--- config.mk ---
export PLATFORM = sky130hd
export DESIGN_NAME = computer
export DESIGN_NICKNAME = d
export VERILOG_FILES = /design/src/cpu_pkg.sv /design/src/program_counter.sv /design/src/alu.sv /design/src/ram.sv /design/src/datapath.sv /design/src/microcode_rom.sv /design/src/cpu_sequencer.sv /design/src/computer.sv
export SDC_FILE = /design/constraint.sdc
export NUM_CORES = 1
export LEC_CHECK = 0
export BUFFER_PORTS_ARGS = -buffer_cell sky130_fd_sc_hd__clkbuf_2
export CAP_MARGIN = 20
export CORE_MARGIN = 2
export CORE_UTILIZATION = 56
export DETAILED_ROUTE_END_ITERATION = 7
export PLACE_DENSITY = 0.72
export SYNTH_ARGS = -nofsm -noshare
export SYNTH_HDL_FRONTEND = slang
export SYNTH_SLANG_ARGS = --single-unit
--- constraint.sdc ---
create_clock -name clk -period 3.2 [get_ports clk]
set_clock_uncertainty 0.15 [all_clocks]
set_input_delay 0.48 -clock clk [delete_from_list [all_inputs] [get_ports clk]]
set_output_delay 0.48 -clock clk [all_outputs]
set_load 0.05 [all_outputs]
--- src/program.hex ---
// One byte per line from address 0, opcode in the high nibble, operand in the low
// Data cells: 0 countdown (starts as unused opcode A), 7 step (a NOP), 14 addend (an OUTA)
A5 // unused opcode runs as NOP, then countdown cell
10 // LDA 0
37 // SUB 7
40 // STA 0
90 // OUTA
87 // JZ 7
61 // JMP 1
0F // step 15, executed as NOP after the loop
50 // LDI 0
90 // OUTA
7F // JC 15, not taken
2E // ADD 14
2E // ADD 14, overflows
7E // JC 14, taken
90 // OUTA, also the addend
F0 // HLT

--- src/cpu_pkg.sv ---
package cpu_pkg;

    localparam int DATA_WIDTH    = 8;  // Bus and register width
    localparam int ADDR_WIDTH    = 4;  // RAM address and PC width
    localparam int OPCODE_WIDTH  = 4;
    localparam int OPERAND_WIDTH = 4;
    localparam int RAM_DEPTH     = 16;
    localparam int STEP_WIDTH    = 3;  // Up to 8 microsteps per opcode

    // Instruction opcodes, high nibble of an instruction word
    localparam logic [OPCODE_WIDTH-1:0] OP_NOP  = 4'h0;
    localparam logic [OPCODE_WIDTH-1:0] OP_LDA  = 4'h1;
    localparam logic [OPCODE_WIDTH-1:0] OP_ADD  = 4'h2;
    localparam logic [OPCODE_WIDTH-1:0] OP_SUB  = 4'h3;
    localparam logic [OPCODE_WIDTH-1:0] OP_STA  = 4'h4;
    localparam logic [OPCODE_WIDTH-1:0] OP_LDI  = 4'h5;
    localparam logic [OPCODE_WIDTH-1:0] OP_JMP  = 4'h6;
    localparam logic [OPCODE_WIDTH-1:0] OP_JC   = 4'h7;
    localparam logic [OPCODE_WIDTH-1:0] OP_JZ   = 4'h8;
    localparam logic [OPCODE_WIDTH-1:0] OP_OUTA = 4'h9;
    localparam logic [OPCODE_WIDTH-1:0] OP_HLT  = 4'hF;

    localparam logic ALU_ADD = 1'b0;
    localparam logic ALU_SUB = 1'b1;  // A + ~B + 1

    // Sequencer states
    localparam logic [2:0] ST_RESET    = 3'd0;
    localparam logic [2:0] ST_FETCH_0  = 3'd1;
    localparam logic [2:0] ST_FETCH_1  = 3'd2;
    localparam logic [2:0] ST_DECODE_0 = 3'd3;
    localparam logic [2:0] ST_DECODE_1 = 3'd4;
    localparam logic [2:0] ST_WAIT     = 3'd5;  // IR settles before the ROM is read
    localparam logic [2:0] ST_EXECUTE  = 3'd6;
    localparam logic [2:0] ST_HALT     = 3'd7;

    // One RAM word, seen as an instruction or as plain data
    typedef union packed {
        struct packed {
            logic [OPCODE_WIDTH-1:0]  opcode;
            logic [OPERAND_WIDTH-1:0] operand;
        } instr;
        logic [DATA_WIDTH-1:0] data;
    } instr_word_u;

    localparam string PROGRAM_FILE = "/design/src/program.hex";

endpackage

--- src/program_counter.sv ---
`timescale 1ns/1ps

module program_counter import cpu_pkg::*; (
    input  logic                  clk,
    input  logic                  reset,
    input  logic                  load_i,    // Jump target from the bus
    input  logic                  enable_i,  // Step to next instruction
    input  logic [ADDR_WIDTH-1:0] count_i,
    output logic [ADDR_WIDTH-1:0] count_o
);

    always_ff @(posedge clk) begin
        if (reset) begin
            count_o <= '0;
        end else if (load_i) begin
            count_o <= count_i;           // Load wins over increment
        end else if (enable_i) begin
            count_o <= count_o + 1'b1;    // Wraps at 16
        end
    end

    // Increment comes from decode, load from execute, so never together
    assert property (@(posedge clk) disable iff (reset) !(load_i && enable_i));

endmodule

--- src/alu.sv ---
`timescale 1ns/1ps

module alu import cpu_pkg::*; (
    input  logic                  clk,
    input  logic                  reset,
    input  logic [DATA_WIDTH-1:0] a_i,
    input  logic [DATA_WIDTH-1:0] b_i,
    input  logic                  op_i,      // ALU_ADD or ALU_SUB
    output logic [DATA_WIDTH-1:0] result_o,
    output logic                  carry_o,
    output logic                  zero_o
);

    logic [DATA_WIDTH:0] sum;  // Extra bit is the carry out

    always_comb begin
        if (op_i == ALU_SUB) begin
            sum = {1'b0, a_i} + {1'b0, ~b_i} + 1'b1;  // Carry set when A >= B
        end else begin
            sum = {1'b0, a_i} + {1'b0, b_i};
        end
    end

    // Registered every cycle, so a result is valid one step after B loads
    always_ff @(posedge clk) begin
        if (reset) begin
            result_o <= '0;
            carry_o  <= 1'b0;
            zero_o   <= 1'b0;
        end else begin
            result_o <= sum[DATA_WIDTH-1:0];
            carry_o  <= sum[DATA_WIDTH];
            zero_o   <= (sum[DATA_WIDTH-1:0] == '0);
        end
    end

endmodule

--- src/ram.sv ---
`timescale 1ns/1ps

module ram import cpu_pkg::*; (
    input  logic                  clk,
    input  logic                  write_i,
    input  logic [ADDR_WIDTH-1:0] addr_i,   // From MAR
    input  logic [DATA_WIDTH-1:0] data_i,   // From the bus
    output logic [DATA_WIDTH-1:0] data_o
);

    logic [DATA_WIDTH-1:0] mem [RAM_DEPTH];

    // Program and data image
    initial begin
        $readmemh(PROGRAM_FILE, mem);
    end

    always_ff @(posedge clk) begin
        if (write_i) begin
            mem[addr_i] <= data_i;
        end
    end

    assign data_o = mem[addr_i];  // Asynchronous read

endmodule

--- src/datapath.sv ---
`timescale 1ns/1ps

module datapath import cpu_pkg::*; (
    input  logic                    clk,
    input  logic                    reset,
    input  logic                    load_a_i,
    input  logic                    load_b_i,
    input  logic                    load_o_i,
    input  logic                    load_ir_i,
    input  logic                    load_mar_i,
    input  logic                    load_ram_i,
    input  logic                    load_flags_i,
    input  logic                    load_sets_z_i,  // Zero flag taken from the bus
    input  logic                    oe_pc_i,
    input  logic                    oe_ram_i,
    input  logic                    oe_ir_i,
    input  logic                    oe_alu_i,
    input  logic                    oe_a_i,
    input  logic                    alu_op_i,
    input  logic [ADDR_WIDTH-1:0]   pc_i,
    output logic [ADDR_WIDTH-1:0]   bus_pc_o,       // Jump target for the PC
    output logic [OPCODE_WIDTH-1:0] opcode_o,
    output logic                    zero_o,
    output logic                    carry_o,
    output logic [DATA_WIDTH-1:0]   out_o,
    output logic                    out_strobe_o
);

    logic [DATA_WIDTH-1:0] bus;
    logic [DATA_WIDTH-1:0] a_q, b_q;
    logic [DATA_WIDTH-1:0] alu_result, ram_data;
    logic [ADDR_WIDTH-1:0] mar_q;
    instr_word_u           ir_q;
    logic                  alu_carry, alu_zero;
    logic                  zero_in;

    // Shared bus as a priority mux, PC highest
    assign bus = oe_pc_i  ? {{(DATA_WIDTH-ADDR_WIDTH){1'b0}}, pc_i} :
                 oe_ram_i ? ram_data :
                 oe_ir_i  ? {{(DATA_WIDTH-OPERAND_WIDTH){1'b0}}, ir_q.instr.operand} :
                 oe_alu_i ? alu_result :
                 oe_a_i   ? a_q :
                 '0;

    assign bus_pc_o = bus[ADDR_WIDTH-1:0];
    assign opcode_o = ir_q.instr.opcode;
    assign zero_in  = load_sets_z_i ? (bus == '0) : alu_zero;  // Loads test the bus

    always_ff @(posedge clk) begin
        if (reset) begin
            a_q          <= '0;
            b_q          <= '0;
            out_o        <= '0;
            out_strobe_o <= 1'b0;
            zero_o       <= 1'b0;
            carry_o      <= 1'b0;
        end else begin
            if (load_a_i) a_q <= bus;
            if (load_b_i) b_q <= bus;
            if (load_o_i) out_o <= bus;
            out_strobe_o <= load_o_i;      // Pulse alongside the new output
            if (load_flags_i) begin
                zero_o  <= zero_in;
                carry_o <= alu_carry;      // Carry always from the ALU
            end
        end
    end

    // Instruction and address registers
    always_ff @(posedge clk) begin
        if (load_ir_i) ir_q.data <= bus;
        if (load_mar_i) mar_q <= bus[ADDR_WIDTH-1:0];
    end

    alu u_alu (
        .clk      (clk),
        .reset    (reset),
        .a_i      (a_q),
        .b_i      (b_q),
        .op_i     (alu_op_i),
        .result_o (alu_result),
        .carry_o  (alu_carry),
        .zero_o   (alu_zero)
    );

    ram u_ram (
        .clk     (clk),
        .write_i (load_ram_i),
        .addr_i  (mar_q),
        .data_i  (bus),
        .data_o  (ram_data)
    );

    // Sequencer and ROM together must never enable two bus drivers
    assert property (@(posedge clk) disable iff (reset)
        $onehot0({oe_pc_i, oe_ram_i, oe_ir_i, oe_alu_i, oe_a_i}));

endmodule

--- src/microcode_rom.sv ---
`timescale 1ns/1ps

module microcode_rom import cpu_pkg::*; (
    input  logic [OPCODE_WIDTH-1:0] opcode_i,
    input  logic [STEP_WIDTH-1:0]   step_i,
    output logic                    load_a_o,
    output logic                    load_b_o,
    output logic                    load_o_o,
    output logic                    load_mar_o,
    output logic                    load_ram_o,
    output logic                    load_pc_o,
    output logic                    load_flags_o,
    output logic                    load_sets_z_o,
    output logic                    oe_ram_o,
    output logic                    oe_ir_o,
    output logic                    oe_alu_o,
    output logic                    oe_a_o,
    output logic                    alu_op_o,
    output logic                    last_step_o,
    output logic                    check_zero_o,
    output logic                    check_carry_o,
    output logic                    halt_o
);

    always_comb begin
        load_a_o = 1'b0;  load_b_o = 1'b0;
        load_o_o = 1'b0;  load_mar_o = 1'b0;
        load_ram_o = 1'b0;  load_pc_o = 1'b0;
        load_flags_o = 1'b0;  load_sets_z_o = 1'b0;
        oe_ram_o = 1'b0;  oe_ir_o = 1'b0;
        oe_alu_o = 1'b0;  oe_a_o = 1'b0;
        alu_op_o = ALU_ADD;
        check_zero_o = 1'b0;  check_carry_o = 1'b0;
        halt_o = 1'b0;
        last_step_o = 1'b1;  // Unlisted steps end as a NOP

        case (opcode_i)
            OP_LDA, OP_STA, OP_ADD, OP_SUB: begin
                alu_op_o = (opcode_i == OP_SUB) ? ALU_SUB : ALU_ADD;
                case (step_i)
                    3'd0: begin oe_ir_o = 1'b1; last_step_o = 1'b0; end  // Operand address
                    3'd1: begin
                        oe_ir_o = 1'b1;
                        load_mar_o = 1'b1;
                        last_step_o = 1'b0;
                    end
                    3'd2: begin  // Data onto the bus, or A for a store
                        oe_ram_o = (opcode_i != OP_STA);
                        oe_a_o = (opcode_i == OP_STA);
                        last_step_o = 1'b0;
                    end
                    3'd3: begin
                        oe_ram_o = (opcode_i != OP_STA);
                        oe_a_o = (opcode_i == OP_STA);
                        load_ram_o = (opcode_i == OP_STA);
                        load_a_o = (opcode_i == OP_LDA);
                        load_flags_o = (opcode_i == OP_LDA);
                        load_sets_z_o = (opcode_i == OP_LDA);
                        load_b_o = (opcode_i == OP_ADD) || (opcode_i == OP_SUB);
                        last_step_o = (opcode_i == OP_LDA) || (opcode_i == OP_STA);
                    end
                    3'd4: last_step_o = 1'b0;  // ALU registers A op new B
                    3'd5: begin  // Result and its flags ready together
                        oe_alu_o = 1'b1;
                        load_a_o = 1'b1;
                        load_flags_o = 1'b1;
                    end
                    default: ;
                endcase
            end
            OP_LDI, OP_JMP, OP_JC, OP_JZ: begin
                oe_ir_o = (step_i < 3'd2);
                if (step_i == 3'd0) last_step_o = 1'b0;
                if (step_i == 3'd1) begin
                    load_a_o = (opcode_i == OP_LDI);
                    load_flags_o = (opcode_i == OP_LDI);
                    load_sets_z_o = (opcode_i == OP_LDI);
                    load_pc_o = (opcode_i != OP_LDI);
                    check_carry_o = (opcode_i == OP_JC);
                    check_zero_o = (opcode_i == OP_JZ);
                end
            end
            OP_OUTA: begin
                oe_a_o = (step_i < 3'd2);
                load_o_o = (step_i == 3'd1);
                last_step_o = (step_i != 3'd0);
            end
            OP_HLT: begin
                halt_o = (step_i == 3'd1);  // First step lets the bus settle
                last_step_o = (step_i != 3'd0);
            end
            OP_NOP: ;
            default: ;  // Unused opcodes run as NOP
        endcase
    end

endmodule

--- src/cpu_sequencer.sv ---
`timescale 1ns/1ps

module cpu_sequencer import cpu_pkg::*; (
    input  logic                    clk,
    input  logic                    reset,
    input  logic [OPCODE_WIDTH-1:0] opcode_i,
    input  logic                    zero_i,
    input  logic                    carry_i,
    input  logic                    load_a_i,
    input  logic                    load_b_i,
    input  logic                    load_o_i,
    input  logic                    load_mar_i,
    input  logic                    load_ram_i,
    input  logic                    load_pc_i,
    input  logic                    load_flags_i,
    input  logic                    load_sets_z_i,
    input  logic                    oe_ram_i,
    input  logic                    oe_ir_i,
    input  logic                    oe_alu_i,
    input  logic                    oe_a_i,
    input  logic                    alu_op_i,
    input  logic                    last_step_i,
    input  logic                    check_zero_i,
    input  logic                    check_carry_i,
    input  logic                    halt_i,
    output logic [STEP_WIDTH-1:0]   step_o,
    output logic                    load_a_o,
    output logic                    load_b_o,
    output logic                    load_o_o,
    output logic                    load_ir_o,
    output logic                    load_mar_o,
    output logic                    load_ram_o,
    output logic                    load_pc_o,
    output logic                    pc_enable_o,
    output logic                    load_flags_o,
    output logic                    load_sets_z_o,
    output logic                    oe_pc_o,
    output logic                    oe_ram_o,
    output logic                    oe_ir_o,
    output logic                    oe_alu_o,
    output logic                    oe_a_o,
    output logic                    alu_op_o,
    output logic                    halted_o
);

    logic [2:0]            state_q, next_state;
    logic [STEP_WIDTH-1:0] step_q, next_step;
    logic                  jump_fail;  // Checked flag is clear

    assign jump_fail = (check_zero_i && !zero_i) || (check_carry_i && !carry_i);
    assign step_o    = step_q;
    assign halted_o  = (state_q == ST_HALT);

    always_ff @(posedge clk) begin
        if (reset) begin
            state_q <= ST_RESET;
            step_q  <= '0;
        end else begin
            state_q <= next_state;
            step_q  <= next_step;
        end
    end

    always_comb begin
        next_state = state_q;
        next_step = step_q;
        load_a_o = 1'b0;  load_b_o = 1'b0;  load_o_o = 1'b0;
        load_ir_o = 1'b0;  load_mar_o = 1'b0;  load_ram_o = 1'b0;
        load_pc_o = 1'b0;  pc_enable_o = 1'b0;
        load_flags_o = 1'b0;  load_sets_z_o = 1'b0;
        oe_pc_o = 1'b0;  oe_ram_o = 1'b0;  oe_ir_o = 1'b0;
        oe_alu_o = 1'b0;  oe_a_o = 1'b0;  alu_op_o = ALU_ADD;
        case (state_q)
            ST_RESET:    next_state = ST_FETCH_0;  // Quiet cycle after reset
            ST_FETCH_0: begin oe_pc_o = 1'b1; next_state = ST_FETCH_1; end
            ST_FETCH_1: begin  // PC into MAR
                oe_pc_o = 1'b1;
                load_mar_o = 1'b1;
                next_state = ST_DECODE_0;
            end
            ST_DECODE_0: begin oe_ram_o = 1'b1; next_state = ST_DECODE_1; end
            ST_DECODE_1: begin  // Instruction into IR, PC advances
                oe_ram_o = 1'b1;
                load_ir_o = 1'b1;
                pc_enable_o = 1'b1;
                next_state = ST_WAIT;
            end
            ST_WAIT:     next_state = ST_EXECUTE;
            ST_EXECUTE: begin
                load_a_o = load_a_i;  load_b_o = load_b_i;  load_o_o = load_o_i;
                load_mar_o = load_mar_i;  load_ram_o = load_ram_i;
                load_pc_o = load_pc_i && !jump_fail;  // Untaken jump keeps PC
                load_flags_o = load_flags_i;  load_sets_z_o = load_sets_z_i;
                oe_ram_o = oe_ram_i;  oe_ir_o = oe_ir_i;
                oe_alu_o = oe_alu_i;  oe_a_o = oe_a_i;  alu_op_o = alu_op_i;
                if (halt_i) begin
                    next_state = ST_HALT;
                    next_step = '0;
                end else if (last_step_i) begin
                    next_state = ST_FETCH_0;
                    next_step = '0;
                end else begin
                    next_step = step_q + 1'b1;
                end
            end
            default: ;  // ST_HALT holds with all strobes low
        endcase
    end

    // Microcode always ends before the step counter would wrap
    assert property (@(posedge clk) disable iff (reset)
        (state_q == ST_EXECUTE && step_q == '1) |-> (last_step_i || halt_i));

    // Only a decoded HLT can stop the machine
    assert property (@(posedge clk) disable iff (reset)
        (state_q == ST_EXECUTE && next_state == ST_HALT) |-> (opcode_i == OP_HLT));

endmodule

--- src/computer.sv ---
`timescale 1ns/1ps

module computer import cpu_pkg::*; (
    input  logic                  clk,
    input  logic                  reset,
    output logic [DATA_WIDTH-1:0] out_o,
    output logic                  out_strobe_o,
    output logic                  zero_o,
    output logic                  carry_o,
    output logic                  halted_o
);

    logic [OPCODE_WIDTH-1:0] opcode;
    logic [STEP_WIDTH-1:0]   step;
    logic [ADDR_WIDTH-1:0]   pc, bus_pc;
    // Raw microcode fields
    logic rom_load_a, rom_load_b, rom_load_o, rom_load_mar, rom_load_ram, rom_load_pc;
    logic rom_load_flags, rom_load_sets_z, rom_oe_ram, rom_oe_ir, rom_oe_alu, rom_oe_a;
    logic rom_alu_op, rom_last_step, rom_check_zero, rom_check_carry, rom_halt;
    // Qualified strobes
    logic load_a, load_b, load_o, load_ir, load_mar, load_ram, load_pc, pc_enable;
    logic load_flags, load_sets_z, oe_pc, oe_ram, oe_ir, oe_alu, oe_a, alu_op;

    cpu_sequencer u_sequencer (
        .clk (clk), .reset (reset), .opcode_i (opcode),
        .zero_i (zero_o), .carry_i (carry_o),
        .load_a_i (rom_load_a), .load_b_i (rom_load_b), .load_o_i (rom_load_o),
        .load_mar_i (rom_load_mar), .load_ram_i (rom_load_ram), .load_pc_i (rom_load_pc),
        .load_flags_i (rom_load_flags), .load_sets_z_i (rom_load_sets_z),
        .oe_ram_i (rom_oe_ram), .oe_ir_i (rom_oe_ir), .oe_alu_i (rom_oe_alu),
        .oe_a_i (rom_oe_a), .alu_op_i (rom_alu_op), .last_step_i (rom_last_step),
        .check_zero_i (rom_check_zero), .check_carry_i (rom_check_carry),
        .halt_i (rom_halt), .step_o (step),
        .load_a_o (load_a), .load_b_o (load_b), .load_o_o (load_o), .load_ir_o (load_ir),
        .load_mar_o (load_mar), .load_ram_o (load_ram), .load_pc_o (load_pc),
        .pc_enable_o (pc_enable), .load_flags_o (load_flags), .load_sets_z_o (load_sets_z),
        .oe_pc_o (oe_pc), .oe_ram_o (oe_ram), .oe_ir_o (oe_ir), .oe_alu_o (oe_alu),
        .oe_a_o (oe_a), .alu_op_o (alu_op), .halted_o (halted_o)
    );

    microcode_rom u_rom (
        .opcode_i (opcode), .step_i (step),
        .load_a_o (rom_load_a), .load_b_o (rom_load_b), .load_o_o (rom_load_o),
        .load_mar_o (rom_load_mar), .load_ram_o (rom_load_ram), .load_pc_o (rom_load_pc),
        .load_flags_o (rom_load_flags), .load_sets_z_o (rom_load_sets_z),
        .oe_ram_o (rom_oe_ram), .oe_ir_o (rom_oe_ir), .oe_alu_o (rom_oe_alu),
        .oe_a_o (rom_oe_a), .alu_op_o (rom_alu_op), .last_step_o (rom_last_step),
        .check_zero_o (rom_check_zero), .check_carry_o (rom_check_carry),
        .halt_o (rom_halt)
    );

    program_counter u_pc (
        .clk (clk), .reset (reset), .load_i (load_pc), .enable_i (pc_enable),
        .count_i (bus_pc), .count_o (pc)
    );

    datapath u_datapath (
        .clk (clk), .reset (reset),
        .load_a_i (load_a), .load_b_i (load_b), .load_o_i (load_o), .load_ir_i (load_ir),
        .load_mar_i (load_mar), .load_ram_i (load_ram), .load_flags_i (load_flags),
        .load_sets_z_i (load_sets_z), .oe_pc_i (oe_pc), .oe_ram_i (oe_ram),
        .oe_ir_i (oe_ir), .oe_alu_i (oe_alu), .oe_a_i (oe_a), .alu_op_i (alu_op),
        .pc_i (pc), .bus_pc_o (bus_pc), .opcode_o (opcode),
        .zero_o (zero_o), .carry_o (carry_o),
        .out_o (out_o), .out_strobe_o (out_strobe_o)
    );

endmodule

Word-level counts from Yosys, hierarchy flattened
Memories as Yosys holds them, arrays and structs flattened. A register that Yosys moved wholly into a read port is not among the register bits.
Index checks and enable logic that the tools add are counted.
W data, S select, Z words.
{"block": "totals", "reg_bits": 59, "mem_bits_rw": 128, "out_inout_bits": 12, "n_memories": 1}
{"block": "classes", "n_addsub": 5, "order_cmp": 1, "n_eq_ne": 25, "n_mux": 63, "bitwise": 1, "reduce_logical": 25}
{"name": "u_datapath.u_ram.mem", "depth": 16, "width": 8, "read_ports": 1, "rd_ports_with_merged_regs": 1, "write_ports": 1, "line_no": "ram.sv:11", "rtl": "logic [DATA_WIDTH-1:0] mem [RAM_DEPTH];"}
{"cell": "$mux W1", "n": 40}
{"cell": "$mux W8", "n": 5}
{"cell": "$pmux W3 S7", "n": 1}
{"cell": "$add A8 B8 Y9", "n": 2}
{"cell": "$eq A3 B3 Y1 const B", "n": 6}
{"cell": "$eq A4 B3 Y1 const B", "n": 4}
{"cell": "$logic_not A8 Y1", "n": 2}
{"cell": "$pmux W1 S2", "n": 8}
{"cell": "$eq A3 B2 Y1 const B", "n": 4}
{"cell": "$eq A4 B4 Y1 const B", "n": 3}
{"cell": "$mux W3", "n": 4}
{"cell": "$mux W4", "n": 3}
{"cell": "$reduce_or A4 Y1", "n": 3}
{"cell": "$reduce_or A2 Y1", "n": 5}
{"cell": "$add A9 B1 Y9 const B", "n": 1}
{"cell": "$mux W9", "n": 1}
{"cell": "$eq A4 B2 Y1 const B", "n": 2}
{"cell": "$ne A4 B3 Y1 const B", "n": 2}
{"cell": "$not A8 Y8", "n": 1}
{"cell": "$reduce_bool A7 Y1", "n": 1}
{"cell": "$eq A3 B1 Y1 const B", "n": 2}
{"cell": "$logic_not A3 Y1", "n": 2}
{"cell": "$add A4 B1 Y4 const B", "n": 1}
{"cell": "$eq A4 B1 Y1 const B", "n": 1}
{"cell": "10 further kinds", "n": 16}

Logic depth before layout (Yosys ltp)
{"block": "logic_depth", "ltp_word": 12, "ltp_mapped": 11, "depth_no_buf": 11}

Modules after synthesis
Synthesis repeated with hierarchy kept, for this count alone.
{"block": "hier_totals", "cells_unflattened": 662, "hier_area_um2": 8718.4}
{"module": "ram", "instances": 1, "cells_each": 222, "area_per_inst_um2": 4907.2, "seq_area_each_um2": 3843.7}
{"module": "datapath", "instances": 1, "cells_each": 186, "area_per_inst_um2": 1793.0, "seq_area_each_um2": 900.9}
{"module": "alu", "instances": 1, "cells_each": 114, "area_per_inst_um2": 964.7, "seq_area_each_um2": 200.2}
{"module": "cpu_sequencer", "instances": 1, "cells_each": 59, "area_per_inst_um2": 464.2, "seq_area_each_um2": 120.1}
{"module": "microcode_rom", "instances": 1, "cells_each": 59, "area_per_inst_um2": 384.1, "seq_area_each_um2": 0.0}
{"module": "program_counter", "instances": 1, "cells_each": 22, "area_per_inst_um2": 205.2, "seq_area_each_um2": 80.1}

Least setup slack after synthesis
OpenSTA, ideal clock, no wires.
{"block": "synth_timing", "kind": "register to register", "startpoint": "register u_datapath.ir_q[4] (netlist name)", "endpoint": "register u_datapath.zero_o", "setup_ns": 0.116, "arrival_ns": 2.584, "required_ns": 2.934, "setup_slack_ns": 0.350, "path_stages_with_launch": 10, "path_buffers": 1, "cell_sequence": "edfxtp_1 > buf_6 > or4b_4 > o21bai_4 > a21oi_4 > a32o_1 > mux2i_1 > a32oi_2 > nor3_2 > a31o_1"}
{"block": "synth_via", "elab_chain_cells": 11, "word_cells_on_any_way": 36, "classes_between": "eq/ne: 10; mux: 23; reduce/logical: 3"}
{"item": "start, declared", "line_no": "datapath.sv:33", "rtl": "instr_word_u ir_q;"}
{"item": "$eq A4 B3 Y1 (tied with other cells)", "line_no": "microcode_rom.sv:37, microcode_rom.sv:49, microcode_rom.sv:54"}
{"item": "$reduce_or A4 Y1 or $mux W1 (tied branches)"}
{"item": "$pmux W1 S2", "line_no": "microcode_rom.sv:37", "rtl": "case (opcode_i)"}
{"item": "$mux W1", "line_no": "cpu_sequencer.sv:73", "rtl": "case (state_q)"}
{"item": "$mux W8", "line_no": "datapath.sv:42", "rtl": "oe_a_i ? a_q :"}
{"item": "$mux W8", "line_no": "datapath.sv:41", "rtl": "oe_alu_i ? alu_result :"}
{"item": "$mux W8", "line_no": "datapath.sv:40", "rtl": "oe_ir_i ? {{(DATA_WIDTH-OPERAND_WIDTH){1'b0}}, ir_q.instr.operand} :"}
{"item": "$mux W8 (*)", "line_no": "datapath.sv:39", "rtl": "oe_ram_i ? ram_data :"}
{"item": "$mux W8 (*)", "line_no": "datapath.sv:38", "rtl": "assign bus = oe_pc_i ? {{(DATA_WIDTH-ADDR_WIDTH){1'b0}}, pc_i} :"}
{"item": "via bus_pc[2]", "line_no": "computer.sv:15", "rtl": "logic [ADDR_WIDTH-1:0] pc, bus_pc;"}
{"item": "$logic_not A8 Y1 (*)", "line_no": "datapath.sv:47", "rtl": "assign zero_in = load_sets_z_i ? (bus == '0) : alu_zero;"}
{"item": "$mux W1 (*)", "line_no": "datapath.sv:47"}
{"item": "end signal, assigned", "line_no": "datapath.sv:63", "rtl": "zero_o <= zero_in;"}
{"item": "end, declared", "line_no": "datapath.sv:23", "rtl": "output logic zero_o,"}
The timed path passes the listed nets; every way through them passes the cells marked *.
A chain may end at the register's enable or synchronous reset.

Worst setup path in the final report
{"block": "layout_timing", "startpoint": "register u_datapath.ir_q[4] (netlist name)", "endpoint": "register u_datapath.b_q[7]"}
{"block": "layout_via", "elab_chain_cells": 9, "word_cells_on_any_way": 31, "classes_between": "eq/ne: 10; mux: 18; reduce/logical: 3"}
{"item": "$eq A4 B3 Y1 (tied with other cells)", "line_no": "microcode_rom.sv:37, microcode_rom.sv:49, microcode_rom.sv:54"}
{"item": "$reduce_or A4 Y1 or $mux W1 (tied branches)"}
{"item": "$pmux W1 S2", "line_no": "microcode_rom.sv:37"}
{"item": "$mux W1", "line_no": "cpu_sequencer.sv:73"}
{"item": "$mux W8", "line_no": "datapath.sv:42"}
{"item": "$mux W8", "line_no": "datapath.sv:41"}
{"item": "$mux W8", "line_no": "datapath.sv:40"}
{"item": "$mux W8 (*)", "line_no": "datapath.sv:39"}
{"item": "$mux W8 (*)", "line_no": "datapath.sv:38"}
{"item": "via u_datapath.bus[7]", "line_no": "datapath.sv:29", "rtl": "logic [DATA_WIDTH-1:0] bus;"}
{"item": "end signal, assigned", "line_no": "datapath.sv:59", "rtl": "if (load_b_i) b_q <= bus;"}
{"item": "end, declared", "line_no": "datapath.sv:30", "rtl": "logic [DATA_WIDTH-1:0] a_q, b_q;"}
Marked as above.

==> summary.txt <==
Run status
  • Run status: completed

CTS
  • CTS resizes: 0
  • CTS tree: built
  • CTS Buffer Depth: 2
  • CTS Root Cell: clkbuf_16
  • CTS Hold Buffers Added: 0
  • Clock sink count: 191
  • Setup bufs post-CTS: 0
  • H-tree levels: 4
  • Cts bufs inserted: 17
  • Clock slew seen by the registers of the worst setup and hold paths: 0.08 ns
  • Clock Latency Late Sink: 0.43 ns

Global routing
  • First-pass GRT wire length: 30,500 um
  • Initial antenna violation count: 0
  • Total global routing overflow: 0
  • Total Routing Usage GR: 25.1%
  • Largest net degree at the start of global routing: 31
  • Vias in the first global route: 5,448

Synthesis
  • Ys async rst share: 0%
  • Yosys reg bits: 191
  • Largest family of logic cells by synthesized area: multiplexers
  • Yosys warning count: 0
  • Syn Area/Cell: 13.6 um^2
  • Mapped Nets: 654
  • Top FF cell, synth: edfxtp_1
  • Synth Instances: 628
  • Mux share of post-synthesis cell area: 11.2%
  • Xor-xnor portion of the synthesized cell area: 1.12%
  • Seq/Total Area, Yosys: 61.0%
  • Synth Area in Adders: 3.68%
  • Post-synth EDFFs: 140
  • Synthesized cell area: 0.00857 mm^2
  • Compound-gate portion of the synthesized area: 10.2%
  • Simple-Gate Fraction of Synth Area: 9.96%
  • Distinct cells, synth: 74

Placed design
  • DPL Wire Length: 13,700 um
  • Final GP Congestion: 0.877
  • IO Port Bufs: 13

Critical path
  • Crit path cell chain: o21a_1 -> or4_1 -> nor2_4 -> a32oi_1 -> o21ai_1 -> nor2_1 -> a211oi_1
  • Worst-path maximum fanout: 12
  • Worst setup EP type: flip-flop
  • Crit Path Category: flip-flop to flip-flop
  • Critical Path RT: 3.39 ns
  • Cell family with most CP delay: compound AO/OA/AOI/OAI gates
  • Worst setup SP type: flip-flop
  • Worst EP arrival: 3.21 ns
  • WP buf/inv: 0
  • Critical Path Max Stage Delay: 0.66 ns
  • Slowest CP cell: or4_1

Route
  • Starting DRT DRC Count: 486
  • Post-route DRC violation count: 0
  • DR vias/cell: 6.09
  • Routed len/inst: 22.0 um
  • DRT Pass-1 Iters: 5
  • DRT Wirelength: 19,500 um
  • Post-route ant nets: 0
  • Via count: 5,385

Min path
  • Worst min-delay path category: flip-flop to flip-flop

Finish
  • Ratio of cells with drive above 1 in the final layout: 21.3%
  • Diodes inserted: 0
  • Nets@finish: 709
  • Layout area overhead: 13.7%
  • # fillers: 1,113

Floorplanning
  • Core Rows: 45
  • Die area: 0.0163 mm^2
  • IO Count: 14
  • Die Y: 128 um
  • Initial Utilization: 56.8%
  • Die Width: 128 um
  • Core area: 0.0151 mm^2

STA
  • Final worst-path cycle share: 94.3%
  • Crit path time final: 3.02 ns
  • Worst Tran Pin Value: 0.765 ns
  • Fmax: 332 MHz
  • Final Max Slew Viols: 0
  • TNS Setup: 0 ns
  • Setup violators final: 0
  • Rel. slew slack: 48.6%
  • Hold Vio Cnt, Final: 0
  • RSZ-0062 raised after global routing: false
  • Final hold slack: 0.329 ns

Power and ir drop
  • VDD IR max: 0.497 mV
  • Power Density: 551 mW/mm^2
  • Leak Pwr: 0.00357 uW

Run
  • Max-Cap Viols: 0
==> state kept, by name (all words and copies together), names as in the netlist, named ones only <==
register	cells
u_datapath.a_q	8
u_datapath.b_q	8
u_datapath.carry_o	1
u_datapath.ir_q	8
u_datapath.mar_q	4
u_datapath.out_o	8
u_datapath.out_strobe_o	1
u_datapath.u_alu.carry_o	1
u_datapath.u_alu.result_o	8
u_datapath.u_alu.zero_o	1
u_datapath.u_ram.mem	128
u_datapath.zero_o	1
u_pc.count_o	4
u_sequencer.state_q	3
u_sequencer.step_o	3
==> power breakdown <==
group          leakage [uW]  total [uW]  internal (uW)  switching [uW]
registers           0.00171        2750           2700            48.8
logic               0.00157         470            205             265
clock network      0.000297        2150           1130            1020
total               0.00357        5370           4030            1330
==> through the flow <==
stage	instances	worst slack (ns)	area [um^2]	utilization [%]	total power [uW]
2_1_floorplan	628	0.350	8570	-	3110
3_3_place_gp	852	0.341	9130	60.5	3260
3_5_place_dp	852	0.260	9130	60.5	3270
4_1_cts	884	0.240	9740	64.5	5410
5_1_grt	884	0.0505	9740	64.5	5540
6_report	884	0.184	9740	64.5	5370
==> cell usage in the layout, fill, tap and decap left out, types with 8 or more instances in the layout <==
cell type	synthesis	layout
dfxtp_1	51	50
o21ai_0	8	8
a21o_1	8	8
clkbuf_16	0	17
a211oi_1	14	14
nor3_1	14	14
ha_1	22	22
edfxtp_1	140	140
nor2_1	70	70
clkbuf_2	0	13
buf_4	1	53
a22oi_1	8	8
mux2i_1	31	31
nor2b_1	8	8
inv_1	24	24
a21oi_1	27	27
mux4_2	28	28
nand2_1	35	35
==> worst min-delay path: stages (launching register included) <==
cell and delay, ns:
dfxtp_1 0.31, mux2i_1 0.06, nor2_1 0.08
==> final timing paths <==
kind / startpoint / end / slack, ns / cells after the start
setup / recovery: u_datapath.ir_q[4] / u_datapath.b_q[7] / 0.18 / 7
hold / removal: u_datapath.u_alu.carry_o / u_datapath.carry_o / 0.33 / 2
setup reg to reg: u_datapath.ir_q[4] / u_datapath.b_q[7] / 0.18 / 7
hold reg to reg: u_datapath.u_alu.carry_o / u_datapath.carry_o / 0.33 / 2
==> metal layers <==
metal	vias up	global-route usage (%)	share of wire (%)
met5	-	0	0
met4	0	6.98	1.7
met3	27	4.59	4.4
met2	129	43.5	52
met1	2740	33.0	42
li1	2489	-	-
==> logic make-up after synthesis <==
family                   Yosys count
AO/OA/AOI/OAI                    114
adder cells (fa/ha/maj)           24
buffers and inverters             55
multiplexers                      61
flip-flops                       191
XOR/XNOR                          11
AND/OR/NAND/NOR                  172
==> Yosys cell counts (8+ instances only) <==
cell | count | share of area [%]
a21o_1 | 8 | 0.70
mux4_2 | 28 | 7.4
clkbuf_1 | 12 | 0.53
nand2_1 | 35 | 1.5
nor3_1 | 14 | 0.82
inv_1 | 24 | 1.1
a22oi_1 | 8 | 0.70
dfxtp_1 | 51 | 12
edfxtp_1 | 140 | 49
o21ai_0 | 8 | 0.47
nor2_1 | 70 | 3.1
ha_1 | 22 | 3.2
buf_2 | 13 | 0.76
nor2b_1 | 8 | 0.58
a211oi_1 | 14 | 1.2
mux2i_1 | 31 | 3.6
a21oi_1 | 27 | 1.6
==> cell type report <==
type	instances	area (um^2)	area share, %
Sequential cell	191	5230	53.7
Tap cell	188	235	2.42
Multi-Input combinational cell	382	3100	31.8
Timing Repair Buffer	67	483	4.96
Clock buffer	17	425	4.37
Inverter	24	90.1	0.925
Clock inverter	15	180	1.85
No activity file was read; power rests on OpenSTA's default activity.
